## src/rtl/dma_defines.svh

```systemverilog
// DMA request subsystem widths and register map

`ifndef DMA_DEFINES_SVH
`define DMA_DEFINES_SVH

// Wishbone bus widths
`define DMA_ADDR_WIDTH 32
`define DMA_DATA_WIDTH 32

// Descriptor table size
`define DMA_TABLE_ENTRIES  4
`define DMA_TABLE_PTRWIDTH 2

// Descriptor fields, one select bit each
`define DMA_REQMASK_WIDTH 5
`define DMA_REQMASK_LADDR 0
`define DMA_REQMASK_SIZE  1
`define DMA_REQMASK_RTILE 2
`define DMA_REQMASK_RADDR 3
`define DMA_REQMASK_DIR   4

// Field widths
`define DMA_REQFIELD_LADDR_WIDTH 32
`define DMA_REQFIELD_SIZE_WIDTH  16
`define DMA_REQFIELD_RTILE_WIDTH 16
`define DMA_REQFIELD_RADDR_WIDTH 32
`define DMA_REQUEST_WIDTH        97

// Packed layout, laddr on top and direction in bit 0
`define DMA_REQFIELD_DIR_BIT   0
`define DMA_REQFIELD_RADDR_LSB 1
`define DMA_REQFIELD_RTILE_LSB 33
`define DMA_REQFIELD_SIZE_LSB  49
`define DMA_REQFIELD_LADDR_LSB 65

// Register offsets inside a 32-byte entry window
`define DMA_OFS_LADDR  5'h00
`define DMA_OFS_SIZE   5'h04
`define DMA_OFS_RTILE  5'h08
`define DMA_OFS_RADDR  5'h0C
`define DMA_OFS_DIR    5'h10
`define DMA_OFS_STATUS 5'h14

`endif
```

## src/rtl/dma_pkg.sv

```systemverilog
// DMA request subsystem types

`default_nettype none

package dma_pkg;

  `include "dma_defines.svh"

  //////////////////////////////
  // Bus vectors
  typedef logic [`DMA_ADDR_WIDTH-1:0] wb_addr_t;
  typedef logic [`DMA_DATA_WIDTH-1:0] wb_data_t;

  //////////////////////////////
  // Descriptor table vectors
  typedef logic [`DMA_TABLE_PTRWIDTH-1:0] dma_ptr_t;
  typedef logic [`DMA_REQMASK_WIDTH-1:0]  dma_mask_t;
  typedef logic [`DMA_REQUEST_WIDTH-1:0]  dma_req_t;
  typedef logic [`DMA_REQFIELD_SIZE_WIDTH-1:0]  dma_size_t;
  typedef logic [`DMA_REQFIELD_RTILE_WIDTH-1:0] dma_tile_t;
  // One bit per descriptor
  typedef logic [`DMA_TABLE_ENTRIES-1:0] dma_entries_t;

  // Transfer engine FSM
  typedef enum logic [1:0] {
    IDLE   = 2'd0,
    LOAD   = 2'd1,
    XFER   = 2'd2,
    FINISH = 2'd3
  } dma_eng_state_t;

endpackage

`default_nettype wire

```

## src/rtl/dma_top.sv

```systemverilog
// DMA request subsystem top level

`timescale 1ns/1ps
`default_nettype none

`include "dma_defines.svh"

module dma_top import dma_pkg::*; (
  input  wire logic     clk,
  input  wire logic     reset_i,

  // Wishbone slave
  input  wire wb_addr_t wb_addr_i,
  input  wire wb_data_t wb_dat_i,
  input  wire logic     wb_we_i,
  input  wire logic     wb_cyc_i,
  input  wire logic     wb_stb_i,
  output wb_data_t      wb_dat_o,
  output logic          wb_ack_o,

  // Beat stream
  output logic          xfer_valid_o,
  output dma_ptr_t      xfer_entry_o,
  output wb_addr_t      xfer_laddr_o,
  output wb_addr_t      xfer_raddr_o,
  output dma_tile_t     xfer_rtile_o,
  output logic          xfer_read_o
);

  // Decoder to table
  dma_req_t     if_write_req;
  dma_ptr_t     if_write_pos;
  dma_mask_t    if_write_select;
  logic         if_write_en;
  dma_ptr_t     if_valid_pos;
  logic         if_valid_set;
  logic         if_valid_en;
  logic         if_validrd_en;

  // Table to engine and back
  dma_req_t     req [0:`DMA_TABLE_ENTRIES-1];
  dma_entries_t valid;
  dma_entries_t done;
  logic         finish;
  dma_ptr_t     finish_pos;

  //////////////////////////////
  // Bus decode
  dma_wb_decode u_decode (
    .clk               (clk),
    .reset_i           (reset_i),
    .wb_addr_i         (wb_addr_i),
    .wb_dat_i          (wb_dat_i),
    .wb_we_i           (wb_we_i),
    .wb_cyc_i          (wb_cyc_i),
    .wb_stb_i          (wb_stb_i),
    .wb_dat_o          (wb_dat_o),
    .wb_ack_o          (wb_ack_o),
    .if_write_req_o    (if_write_req),
    .if_write_pos_o    (if_write_pos),
    .if_write_select_o (if_write_select),
    .if_write_en_o     (if_write_en),
    .if_valid_pos_o    (if_valid_pos),
    .if_valid_set_o    (if_valid_set),
    .if_valid_en_o     (if_valid_en),
    .if_validrd_en_o   (if_validrd_en),
    .done_i            (done)
  );

  // Descriptor table
  dma_request_table u_table (
    .clk               (clk),
    .reset_i           (reset_i),
    .if_write_req_i    (if_write_req),
    .if_write_pos_i    (if_write_pos),
    .if_write_select_i (if_write_select),
    .if_write_en_i     (if_write_en),
    .if_valid_pos_i    (if_valid_pos),
    .if_valid_set_i    (if_valid_set),
    .if_valid_en_i     (if_valid_en),
    .if_validrd_en_i   (if_validrd_en),
    .finish_i          (finish),
    .finish_pos_i      (finish_pos),
    .req_o             (req),
    .valid_o           (valid),
    .done_o            (done)
  );

  // Serial engine
  dma_transfer_engine u_engine (
    .clk          (clk),
    .reset_i      (reset_i),
    .req_i        (req),
    .valid_i      (valid),
    .done_i       (done),
    .finish_o     (finish),
    .finish_pos_o (finish_pos),
    .xfer_valid_o (xfer_valid_o),
    .xfer_entry_o (xfer_entry_o),
    .xfer_laddr_o (xfer_laddr_o),
    .xfer_raddr_o (xfer_raddr_o),
    .xfer_rtile_o (xfer_rtile_o),
    .xfer_read_o  (xfer_read_o)
  );

endmodule

`default_nettype wire

```

## src/rtl/dma_transfer_engine.sv

```systemverilog
// DMA serial transfer engine

`timescale 1ns/1ps
`default_nettype none

`include "dma_defines.svh"

module dma_transfer_engine import dma_pkg::*; (
  input  wire logic         clk,
  input  wire logic         reset_i,

  input  wire dma_req_t     req_i [0:`DMA_TABLE_ENTRIES-1],
  input  wire dma_entries_t valid_i,
  input  wire dma_entries_t done_i,

  output logic              finish_o,
  output dma_ptr_t          finish_pos_o,

  // Beat strobe, no back-pressure
  output logic              xfer_valid_o,
  output dma_ptr_t          xfer_entry_o,
  output wb_addr_t          xfer_laddr_o,
  output wb_addr_t          xfer_raddr_o,
  output dma_tile_t         xfer_rtile_o,
  output logic              xfer_read_o
);

  dma_eng_state_t state_q;
  dma_eng_state_t state_d;

  dma_entries_t pending;
  logic         pick_found;
  dma_ptr_t     pick_ptr;
  dma_ptr_t     ptr_q;
  dma_req_t     sel_req;
  dma_size_t    sel_size;

  // Working copy of the active descriptor
  wb_addr_t     laddr_q;
  wb_addr_t     raddr_q;
  dma_tile_t    rtile_q;
  logic         read_q;
  dma_size_t    remain_q;

  //////////////////////////////
  // Lowest-index arbiter

  assign pending = valid_i & ~done_i;

  // Scan down so the lowest index wins
  always_comb begin
    pick_found = 1'b0;
    pick_ptr   = '0;
    for (int i = `DMA_TABLE_ENTRIES-1; i >= 0; i--) begin
      if (pending[i]) begin
        pick_found = 1'b1;
        pick_ptr   = dma_ptr_t'(i);
      end
    end
  end

  assign sel_req  = req_i[ptr_q];
  assign sel_size = sel_req[`DMA_REQFIELD_SIZE_LSB +: `DMA_REQFIELD_SIZE_WIDTH];

  //////////////////////////////
  // FSM

  always_comb begin
    state_d = state_q;
    case (state_q)
      IDLE:    if (pick_found) state_d = LOAD;
      // Zero-length entry skips the beat phase
      LOAD:    state_d = (sel_size == '0) ? FINISH : XFER;
      XFER:    if (remain_q == dma_size_t'(1)) state_d = FINISH;
      FINISH:  state_d = IDLE;
      default: state_d = IDLE;
    endcase
  end

  always_ff @(posedge clk) begin
    if (reset_i) begin
      state_q  <= IDLE;
      ptr_q    <= '0;
      remain_q <= '0;
    end else begin
      state_q <= state_d;
      if (state_q == IDLE && pick_found) begin
        ptr_q <= pick_ptr;
      end
      if (state_q == LOAD) begin
        remain_q <= sel_size;
      end else if (state_q == XFER) begin
        remain_q <= remain_q - dma_size_t'(1);
      end
    end
  end

  //////////////////////////////
  // Address datapath

  // Load on LOAD, step one word per beat
  always_ff @(posedge clk) begin
    if (state_q == LOAD) begin
      laddr_q <= sel_req[`DMA_REQFIELD_LADDR_LSB +: `DMA_REQFIELD_LADDR_WIDTH];
      raddr_q <= sel_req[`DMA_REQFIELD_RADDR_LSB +: `DMA_REQFIELD_RADDR_WIDTH];
      rtile_q <= sel_req[`DMA_REQFIELD_RTILE_LSB +: `DMA_REQFIELD_RTILE_WIDTH];
      read_q  <= sel_req[`DMA_REQFIELD_DIR_BIT];
    end else if (state_q == XFER) begin
      laddr_q <= laddr_q + wb_addr_t'(4);
      raddr_q <= raddr_q + wb_addr_t'(4);
    end
  end

  // Outputs
  assign xfer_valid_o = (state_q == XFER);
  assign xfer_entry_o = ptr_q;
  assign xfer_laddr_o = laddr_q;
  assign xfer_raddr_o = raddr_q;
  assign xfer_rtile_o = rtile_q;
  assign xfer_read_o  = read_q;

  // One-cycle completion pulse
  assign finish_o     = (state_q == FINISH);
  assign finish_pos_o = ptr_q;

endmodule

`default_nettype wire

```

## src/rtl/dma_request_table.sv

```systemverilog
// DMA descriptor table

`timescale 1ns/1ps
`default_nettype none

`include "dma_defines.svh"

module dma_request_table import dma_pkg::*; (
  input  wire logic      clk,
  input  wire logic      reset_i,

  // Field write port
  input  wire dma_req_t  if_write_req_i,
  input  wire dma_ptr_t  if_write_pos_i,
  input  wire dma_mask_t if_write_select_i,
  input  wire logic      if_write_en_i,

  // Status port
  input  wire dma_ptr_t  if_valid_pos_i,
  input  wire logic      if_valid_set_i,
  input  wire logic      if_valid_en_i,
  input  wire logic      if_validrd_en_i,

  // Completion from the engine
  input  wire logic      finish_i,
  input  wire dma_ptr_t  finish_pos_i,

  output dma_req_t       req_o [0:`DMA_TABLE_ENTRIES-1],
  output dma_entries_t   valid_o,
  output dma_entries_t   done_o
);

  dma_req_t     req_q [0:`DMA_TABLE_ENTRIES-1];
  dma_entries_t valid_q;
  dma_entries_t done_q;
  // Bit mask of the fields picked by the select
  dma_req_t     wr_mask;

  //////////////////////////////
  // Select to bit mask

  always_comb begin
    wr_mask = '0;
    if (if_write_select_i[`DMA_REQMASK_LADDR]) begin
      wr_mask[`DMA_REQFIELD_LADDR_LSB +: `DMA_REQFIELD_LADDR_WIDTH] = '1;
    end
    if (if_write_select_i[`DMA_REQMASK_SIZE]) begin
      wr_mask[`DMA_REQFIELD_SIZE_LSB +: `DMA_REQFIELD_SIZE_WIDTH] = '1;
    end
    if (if_write_select_i[`DMA_REQMASK_RTILE]) begin
      wr_mask[`DMA_REQFIELD_RTILE_LSB +: `DMA_REQFIELD_RTILE_WIDTH] = '1;
    end
    if (if_write_select_i[`DMA_REQMASK_RADDR]) begin
      wr_mask[`DMA_REQFIELD_RADDR_LSB +: `DMA_REQFIELD_RADDR_WIDTH] = '1;
    end
    if (if_write_select_i[`DMA_REQMASK_DIR]) begin
      wr_mask[`DMA_REQFIELD_DIR_BIT] = 1'b1;
    end
  end

  //////////////////////////////
  // Descriptor storage

  // Untouched fields keep their value
  always_ff @(posedge clk) begin
    if (if_write_en_i) begin
      req_q[if_write_pos_i] <= (req_q[if_write_pos_i] & ~wr_mask) |
                               (if_write_req_i & wr_mask);
    end
  end

  //////////////////////////////
  // Valid and done bits

  always_ff @(posedge clk) begin
    if (reset_i) begin
      valid_q <= '0;
      done_q  <= '0;
    end else begin
      // Engine completion
      if (finish_i) begin
        done_q[finish_pos_i] <= 1'b1;
      end
      // Status write arms the entry
      if (if_valid_en_i && if_valid_set_i) begin
        valid_q[if_valid_pos_i] <= 1'b1;
        done_q[if_valid_pos_i]  <= 1'b0;
      end
      // Status read of a done entry frees it
      if (if_validrd_en_i && !if_valid_set_i) begin
        valid_q[if_valid_pos_i] <= 1'b0;
        done_q[if_valid_pos_i]  <= 1'b0;
      end
    end
  end

  assign req_o   = req_q;
  assign valid_o = valid_q;
  assign done_o  = done_q;

endmodule

`default_nettype wire

```

## src/rtl/dma_wb_decode.sv

```systemverilog
// DMA Wishbone slave decode

`timescale 1ns/1ps
`default_nettype none

`include "dma_defines.svh"

module dma_wb_decode import dma_pkg::*; (
  input  wire logic      clk,
  input  wire logic      reset_i,

  input  wire wb_addr_t  wb_addr_i,
  input  wire wb_data_t  wb_dat_i,
  input  wire logic      wb_we_i,
  input  wire logic      wb_cyc_i,
  input  wire logic      wb_stb_i,
  output wb_data_t       wb_dat_o,
  output logic           wb_ack_o,

  output dma_req_t       if_write_req_o,
  output dma_ptr_t       if_write_pos_o,
  output dma_mask_t      if_write_select_o,
  output logic           if_write_en_o,

  output dma_ptr_t       if_valid_pos_o,
  output logic           if_valid_set_o,
  output logic           if_valid_en_o,
  output logic           if_validrd_en_o,

  input  wire dma_entries_t done_i
);

  logic [4:0]   ofs;
  dma_ptr_t     pos;
  logic         access;
  logic         field_hit;
  logic         status_wr;
  logic         status_rd;
  // Entries that got a status write and are not yet freed
  dma_entries_t armed_q;

  // Entry from bits 6:5, register from bits 4:0
  assign ofs    = wb_addr_i[4:0];
  assign pos    = wb_addr_i[`DMA_TABLE_PTRWIDTH+4:5];
  assign access = wb_cyc_i & wb_stb_i;

  // Classic cycle, ack in the same clock
  assign wb_ack_o = access;

  //////////////////////////////
  // Field writes

  // Same bus word copied into every field slot
  assign if_write_req_o = {wb_dat_i[`DMA_REQFIELD_LADDR_WIDTH-1:0],
                           wb_dat_i[`DMA_REQFIELD_SIZE_WIDTH-1:0],
                           wb_dat_i[`DMA_REQFIELD_RTILE_WIDTH-1:0],
                           wb_dat_i[`DMA_REQFIELD_RADDR_WIDTH-1:0],
                           wb_dat_i[0]};

  // One-hot select from the offset
  assign if_write_select_o[`DMA_REQMASK_LADDR] = (ofs == `DMA_OFS_LADDR);
  assign if_write_select_o[`DMA_REQMASK_SIZE]  = (ofs == `DMA_OFS_SIZE);
  assign if_write_select_o[`DMA_REQMASK_RTILE] = (ofs == `DMA_OFS_RTILE);
  assign if_write_select_o[`DMA_REQMASK_RADDR] = (ofs == `DMA_OFS_RADDR);
  assign if_write_select_o[`DMA_REQMASK_DIR]   = (ofs == `DMA_OFS_DIR);

  assign field_hit      = |if_write_select_o;
  assign if_write_pos_o = pos;
  assign if_write_en_o  = access & wb_we_i & field_hit;

  //////////////////////////////
  // Status register

  assign status_wr = access & wb_we_i & (ofs == `DMA_OFS_STATUS);
  assign status_rd = access & ~wb_we_i & (ofs == `DMA_OFS_STATUS);

  assign if_valid_pos_o  = pos;
  assign if_valid_en_o   = status_wr;
  // Read of a done entry frees it
  assign if_validrd_en_o = status_rd & armed_q[pos];
  // Entry stays valid unless this is a read that finds it done
  assign if_valid_set_o  = wb_we_i | ~done_i[pos];

  always_ff @(posedge clk) begin
    if (reset_i) begin
      armed_q <= '0;
    end else if (status_wr) begin
      armed_q[pos] <= 1'b1;
    end else if (status_rd && done_i[pos]) begin
      armed_q[pos] <= 1'b0;
    end
  end

  // Done in bit 0, zero everywhere else
  always_comb begin
    wb_dat_o = '0;
    if (ofs == `DMA_OFS_STATUS) begin
      wb_dat_o[0] = done_i[pos];
    end
  end

endmodule

`default_nettype wire

```

## config.mk

```make
export PLATFORM = sky130hd
export DESIGN_NAME = dma_top
export DESIGN_NICKNAME = d
export VERILOG_FILES = /design/src/rtl/dma_pkg.sv /design/src/rtl/dma_top.sv /design/src/rtl/dma_transfer_engine.sv /design/src/rtl/dma_request_table.sv /design/src/rtl/dma_wb_decode.sv
export VERILOG_INCLUDE_DIRS = /design/src /design/src/rtl
export SDC_FILE = /design/constraint.sdc
export NUM_CORES = 1
export LEC_CHECK = 0
export ABC_AREA = 0
export ABC_CLOCK_PERIOD_IN_PS = 18400
export BUFFER_PORTS_ARGS = -buffer_cell sky130_fd_sc_hd__buf_2
export CORE_MARGIN = 1.5
export CORE_UTILIZATION = 40
export DETAILED_ROUTE_END_ITERATION = 6
export GPL_ROUTABILITY_DRIVEN = 0
export PLACE_DENSITY = 0.54
export SYNTH_ARGS = -nofsm -noshare
export SYNTH_HDL_FRONTEND = slang
export SYNTH_SLANG_ARGS = --single-unit
export TNS_END_PERCENT = 30
```

## constraint.sdc

```tcl
create_clock -name clk -period 18.4 [get_ports clk]
set_clock_uncertainty 0.15 [all_clocks]
set_input_delay 3.68 -clock clk [delete_from_list [all_inputs] [get_ports clk]]
set_output_delay 3.68 -clock clk [all_outputs]
set_load 0.02 [all_outputs]
```

# Word level (Yosys, flattened, before mapping)
# Index checks and enable logic that the tools add are counted.
# Widths: inputs -> output; s select.
# op_classes
reduce_logical,15
muxes,51
order_cmp,7
addsub,3
bitwise,26
eq_ne,11
# op_table
op,count
$mux 97,5
$bmux 97 s2,2
$bwmux 388,1
$and 97x97->97,2
$demux 97 s2,1
$mux 32,6
$not 97->97,1
$or 97x97->97,1
$add 32x3->32 const B,2
$mux 16,4
$mux 4,10
$and 4x4->4,5
$eq 16x1->1 const B,1
$logic_not 16->1,1
$sub 16x1->16 const B,1
$mux 2,6
$or 4x4->4,3
$mux 1,11
$eq 5x4->1 const B,2
$eq 5x5->1 const B,2
$not 4->4,2
$pmux 2 s4,1
$and 1x1->1,7
$logic_and 1x1->1,7
other kinds (19),29
# word_totals
out_inout_bits,117
register_bits,501
input_bits,69

# Depth between registers and ports, before layout
# logic_depth
word_depth,12
ltp_mapped,9
ltp_nobuf,7

# By module
# A second synthesis with hierarchy kept.
# unflattened
hier_cells,1755
area_unflattened_um2,25046.5
# by_module_without_submodules
module,cells_per_inst,area_per_inst_um2,instances
dma_request_table,883,15725.1,1
dma_transfer_engine,688,7922.6,1
dma_wb_decode,184,1398.8,1

# Worst setup path after synthesis
# No wires, ideal clock.
# synth_path
path_type,input -> register
startpoint,input port wb_addr_i[6]
endpoint,"register u_table.req_q (netlist bit u_table.req_o[100]), enable pin"
path_slack_ns,5.888
t_arrival_ns,11.671
stages,4
cell_sequence,clkbuf_1 > clkbuf_1 > buf_1 > nor3b_1
# synth_lines
item,line,text
"start, declared",dma_top.sv:13,"input wire wb_addr_t wb_addr_i,"
"end signal, assigned by index",dma_request_table.sv:67,req_q[if_write_pos_i] <= (req_q[if_write_pos_i] & ~wr_mask) |
"end, declared",dma_request_table.sv:33,dma_req_t req_q [0:`DMA_TABLE_ENTRIES-1];

# Worst setup path in the final report
# layout_path
startpoint,input port wb_addr_i[6]
endpoint,output port wb_dat_o[0]
# layout_between
elab_chain_cells,3
# layout_lines
item,line,text
$bmux 1 s2,dma_wb_decode.sv:98,wb_dat_o[0] = done_i[pos];
$mux 1 (implied by the code),dma_wb_decode.sv:98,
$mux 1,dma_wb_decode.sv:97,if (ofs == `DMA_OFS_STATUS) begin
"end, declared",dma_top.sv:18,"output wb_data_t wb_dat_o,"
# No other way between the ends. The select of a mux whose other input is x is not followed.

==> flow_metrics.py <==
metrics = {
    "outcome": {
        "run_status": "complete, no violations",
    },
    "grt": {
        "gr-usage-all-layers_pct": 19.1,
        "overflow": 0,
        "grt_pass1_vias": 13900,
        "initial_antenna_violation_count": 1,
        "grt_start_max_net_pins": 101,
        "global_route_wire_length_before_repair_mm": 86.5,
    },
    "logic_synthesis": {
        "yosys.cell_count.top_type": "sky130_fd_sc_hd__edfxtp_1",
        "post_synth.cell_area_avg_sq_um": 16.9,
        "synth_seq_area_share_pct": 62.2,
        "synthesis.instances": 1404,
        "yosys_warnings": 0,
        "synth_top_cell_area_share_pct": 59.5,
        "synth_largest_area_cell": "sky130_fd_sc_hd__edfxtp_1",
        "async_reset_ff_share_pct": 0,
        "synth.ff_latch_count": 501,
        "synth_ff_type": "sky130_fd_sc_hd__edfxtp_1",
        "ys_types": 49,
        "synth_commonest_cells": "sky130_fd_sc_hd__edfxtp_1, sky130_fd_sc_hd__mux4_2, sky130_fd_sc_hd__mux2_2, sky130_fd_sc_hd__nand2_1, sky130_fd_sc_hd__o21ai_0",
        "syn-cell-area_sq_um": 23700,
        "synth_top_cells_by_area": "sky130_fd_sc_hd__edfxtp_1, sky130_fd_sc_hd__mux4_2, sky130_fd_sc_hd__mux2_2, sky130_fd_sc_hd__dfxtp_1, sky130_fd_sc_hd__o21ai_0",
        "synth_edf_count": 469,
    },
    "clocking": {
        "clk_lat_worst_skew_ps": 600,
        "root_buffer": "sky130_fd_sc_hd__clkbuf_16",
        "post_cts.repair.setup_buffers": 0,
        "clock_sinks": 501,
        "cts_tree": "done",
        "ctsResizeCount": 0,
        "cts_max_path_buffers": 3,
        "cts_hold_repair.buffers": 0,
        "h-tree-depth": 2,
        "tritoncts.num_buffers": 53,
        "clk_pin_slew_worst_paths_ps": 50,
    },
    "timing": {
        "slew-limit-headroom_pct": 29.0,
        "drv_slew": 0,
        "fin_setup_tns_ps": 0,
        "final_critical_period_ps": 9240,
        "report.final.hold_viol_count": 0,
        "timing.final.setup_violations": 0,
        "worst_slew_pin_slew_ps": 1070,
        "unrepaired_setup_endpoints_after_global_routing": "no",
        "fmaxAchievable_mhz": 108,
        "timing.final.crit_share_pct": 50.2,
        "worst_slack_ps": 9160,
    },
    "setup_path": {
        "startpoint_type": "input port",
        "critical_path_required_ps": 14570,
        "type_of_destination_of_the_critical_path": "output pin",
        "arrival_ps": 5410,
        "worst-setup-path-type": "input port to output pin",
        "worstPathMaxFanout": 57,
    },
    "die": {
        "start_util_pct": 40.7,
        "placeableCoreArea_sq_um": 58100,
        "die_height_um": 246,
        "die-area_sq_um": 60600,
        "die_w_um": 246,
        "floorplan.rows": 88,
        "ios": 186,
    },
    "detailed_routing": {
        "remaining_drc_errors": 0,
        "antenna_violating_nets_post_route": 0,
        "routedWlPerCell_um": 24.2,
        "viasPerCell": 5.72,
        "drtIter0Drc": 873,
        "route.final.wire_length_mm": 56.4,
        "drt_pass_1_iters": 5,
        "detailroute.via_count": 13300,
    },
    "cells_and_area": {
        "fillCellCount": 5072,
        "area_growth_pct": 12.5,
        "n_antenna_cell": 0,
        "layout.nets": 1600,
        "fraction_of_final_layout_cells_with_drive_strength_greater_than_1_pct": 34.3,
    },
    "power_and_ir_drop": {
        "ir_drop_v": 0.0000776,
        "power_density_nw_per_um2": 114,
        "power.static_leakage_uw": 0.00827,
    },
    "placed_design": {
        "post-dp-hpwl_mm": 33.2,
        "io_buffers": 129,
        "place_ws_ps": 9170,
    },
    "worst_hold_path": {
        "min_path_type": "register to register",
    },
    "run": {
        "max_cap_violation_count": 0,
    },
}
## registers in the layout (all words and copies together), names as in the netlist, named ones only
signal and flops:
u_engine.xfer_raddr_o 32, u_engine.finish_pos_o 2, u_engine.xfer_rtile_o 16, u_table.done_o 4
u_engine.remain_q 16, u_table.req_o 388, u_engine.xfer_laddr_o 32, u_engine.xfer_read_o 1
u_engine.state_q 2
## cell families (layout without fill, tap and decap cells)
group | Yosys count | count (layout) | share of synthesized area (%)
AO/OA/AOI/OAI | 142 | 142 | 3.58
adder cells (fa/ha/maj) | 8 | 8 | 0.423
flip-flops | 501 | 501 | 62.2
buffers and inverters | 138 | 271 | 2.76
XOR/XNOR | 55 | 55 | 2.04
AND/OR/NAND/NOR | 264 | 264 | 5.59
other | 1 | 31 | 0.0158
multiplexers | 295 | 295 | 23.4
## area by class of cell
class                           count  area (sq um)  share of cell area [%]
Sequential cell                   501         14700                    55.3
Multi-Input combinational cell    795          8460                    31.8
Clock buffer                       75          1460                    5.49
Tap cell                          765           957                    3.60
Timing Repair Buffer              153           835                    3.13
Clock inverter                     24           108                   0.404
Inverter                           19          71.3                   0.268
## report_power, final
group | leakage [uW] | internal, uW | total [uW] | switching (uW)
sequential | 0.00448 | 1360 | 1430 | 71.0
clock | 0.000771 | 550 | 985 | 435
combinational | 0.00302 | 231 | 618 | 387
## critical path, cell delays in order
cell and delay [ps]:
sky130_fd_sc_hd__buf_4 710, sky130_fd_sc_hd__mux4_2 630, sky130_fd_sc_hd__and3_1 190, sky130_fd_sc_hd__buf_2 150
## metrics by stage
stage               std cells  utilization, %  total power (uW)  cell area, sq um  hold slack [ps]
floorplan                1434               -              1890             23800              294
global placement         2233            43.1              2070             25100              313
detailed placement       2233            43.1              2080             25100              315
CTS                      2332            45.8              3070             26600              323
global route             2332            45.8              3190             26600              363
finish                   2332            45.8              3030             26600              319
## worst paths after layout
kind | slack [ps] | endpoint | start | cells past startpoint
max | 9160 | wb_dat_o[0] | wb_addr_i[6] | 4
min | 320 | u_engine.remain_q[11]$_SDFFE_PP0P_ | u_engine.remain_q[11]$_SDFFE_PP0P_ | 2
max reg2reg | 14530 | u_engine.state_q[0]$_SDFFE_PP0P_ | u_engine.finish_pos_o[0]$_SDFFE_PP0P_ | 6
min reg2reg | 320 | u_engine.remain_q[11]$_SDFFE_PP0P_ | u_engine.remain_q[11]$_SDFFE_PP0P_ | 2
## per-layer routing
layer | track usage, % | share of wire [%] | routed length [um] | vias up
met3 | 3.16 | 4.5 | 2550 | 81
li1 | - | - | - | 5892
met1 | 25.9 | 44 | 24600 | 7026
met2 | 31.7 | 50 | 28000 | 346
met5 | 0 | 0.012 | 7 | -
met4 | 5.30 | 2.2 | 1250 | 2
## cells in the final DEF (no fill, tap or decap), types with 3 or more instances in the layout
| master | count |
|---|---|
| sky130_fd_sc_hd__and3_1 | 10 |
| sky130_fd_sc_hd__mux4_2 | 196 |
| sky130_fd_sc_hd__clkinv_2 | 10 |
| sky130_fd_sc_hd__nand4_1 | 17 |
| sky130_fd_sc_hd__clkinv_1 | 13 |
| sky130_fd_sc_hd__nor2_1 | 42 |
| sky130_fd_sc_hd__nor3b_1 | 3 |
| sky130_fd_sc_hd__buf_4 | 25 |
| sky130_fd_sc_hd__nand3_1 | 27 |
| sky130_fd_sc_hd__ha_1 | 6 |
| sky130_fd_sc_hd__a211oi_1 | 17 |
| sky130_fd_sc_hd__and4_1 | 7 |
| sky130_fd_sc_hd__a221oi_1 | 3 |
| sky130_fd_sc_hd__conb_1 | 31 |
| sky130_fd_sc_hd__and2_1 | 9 |
| sky130_fd_sc_hd__or2_2 | 4 |
| sky130_fd_sc_hd__nand2_1 | 82 |
| sky130_fd_sc_hd__a22o_1 | 3 |
| sky130_fd_sc_hd__inv_1 | 19 |
| sky130_fd_sc_hd__edfxtp_1 | 469 |
| sky130_fd_sc_hd__clkbuf_16 | 55 |
| sky130_fd_sc_hd__o21ai_0 | 73 |
| sky130_fd_sc_hd__nor2b_1 | 7 |
| sky130_fd_sc_hd__nor3_1 | 17 |
| sky130_fd_sc_hd__or4_1 | 3 |
| sky130_fd_sc_hd__dfxtp_1 | 30 |
| sky130_fd_sc_hd__xnor2_1 | 37 |
| sky130_fd_sc_hd__a31oi_1 | 6 |
| sky130_fd_sc_hd__mux2_2 | 99 |
| sky130_fd_sc_hd__a21oi_1 | 20 |
| sky130_fd_sc_hd__xor2_1 | 18 |
| sky130_fd_sc_hd__or3_1 | 3 |
| sky130_fd_sc_hd__buf_2 | 127 |
| sky130_fd_sc_hd__clkbuf_1 | 19 |
| sky130_fd_sc_hd__a22oi_1 | 5 |
| sky130_fd_sc_hd__nor4_1 | 20 |
| sky130_fd_sc_hd__a31o_2 | 3 |
No activity file was read; power rests on OpenSTA's default activity.
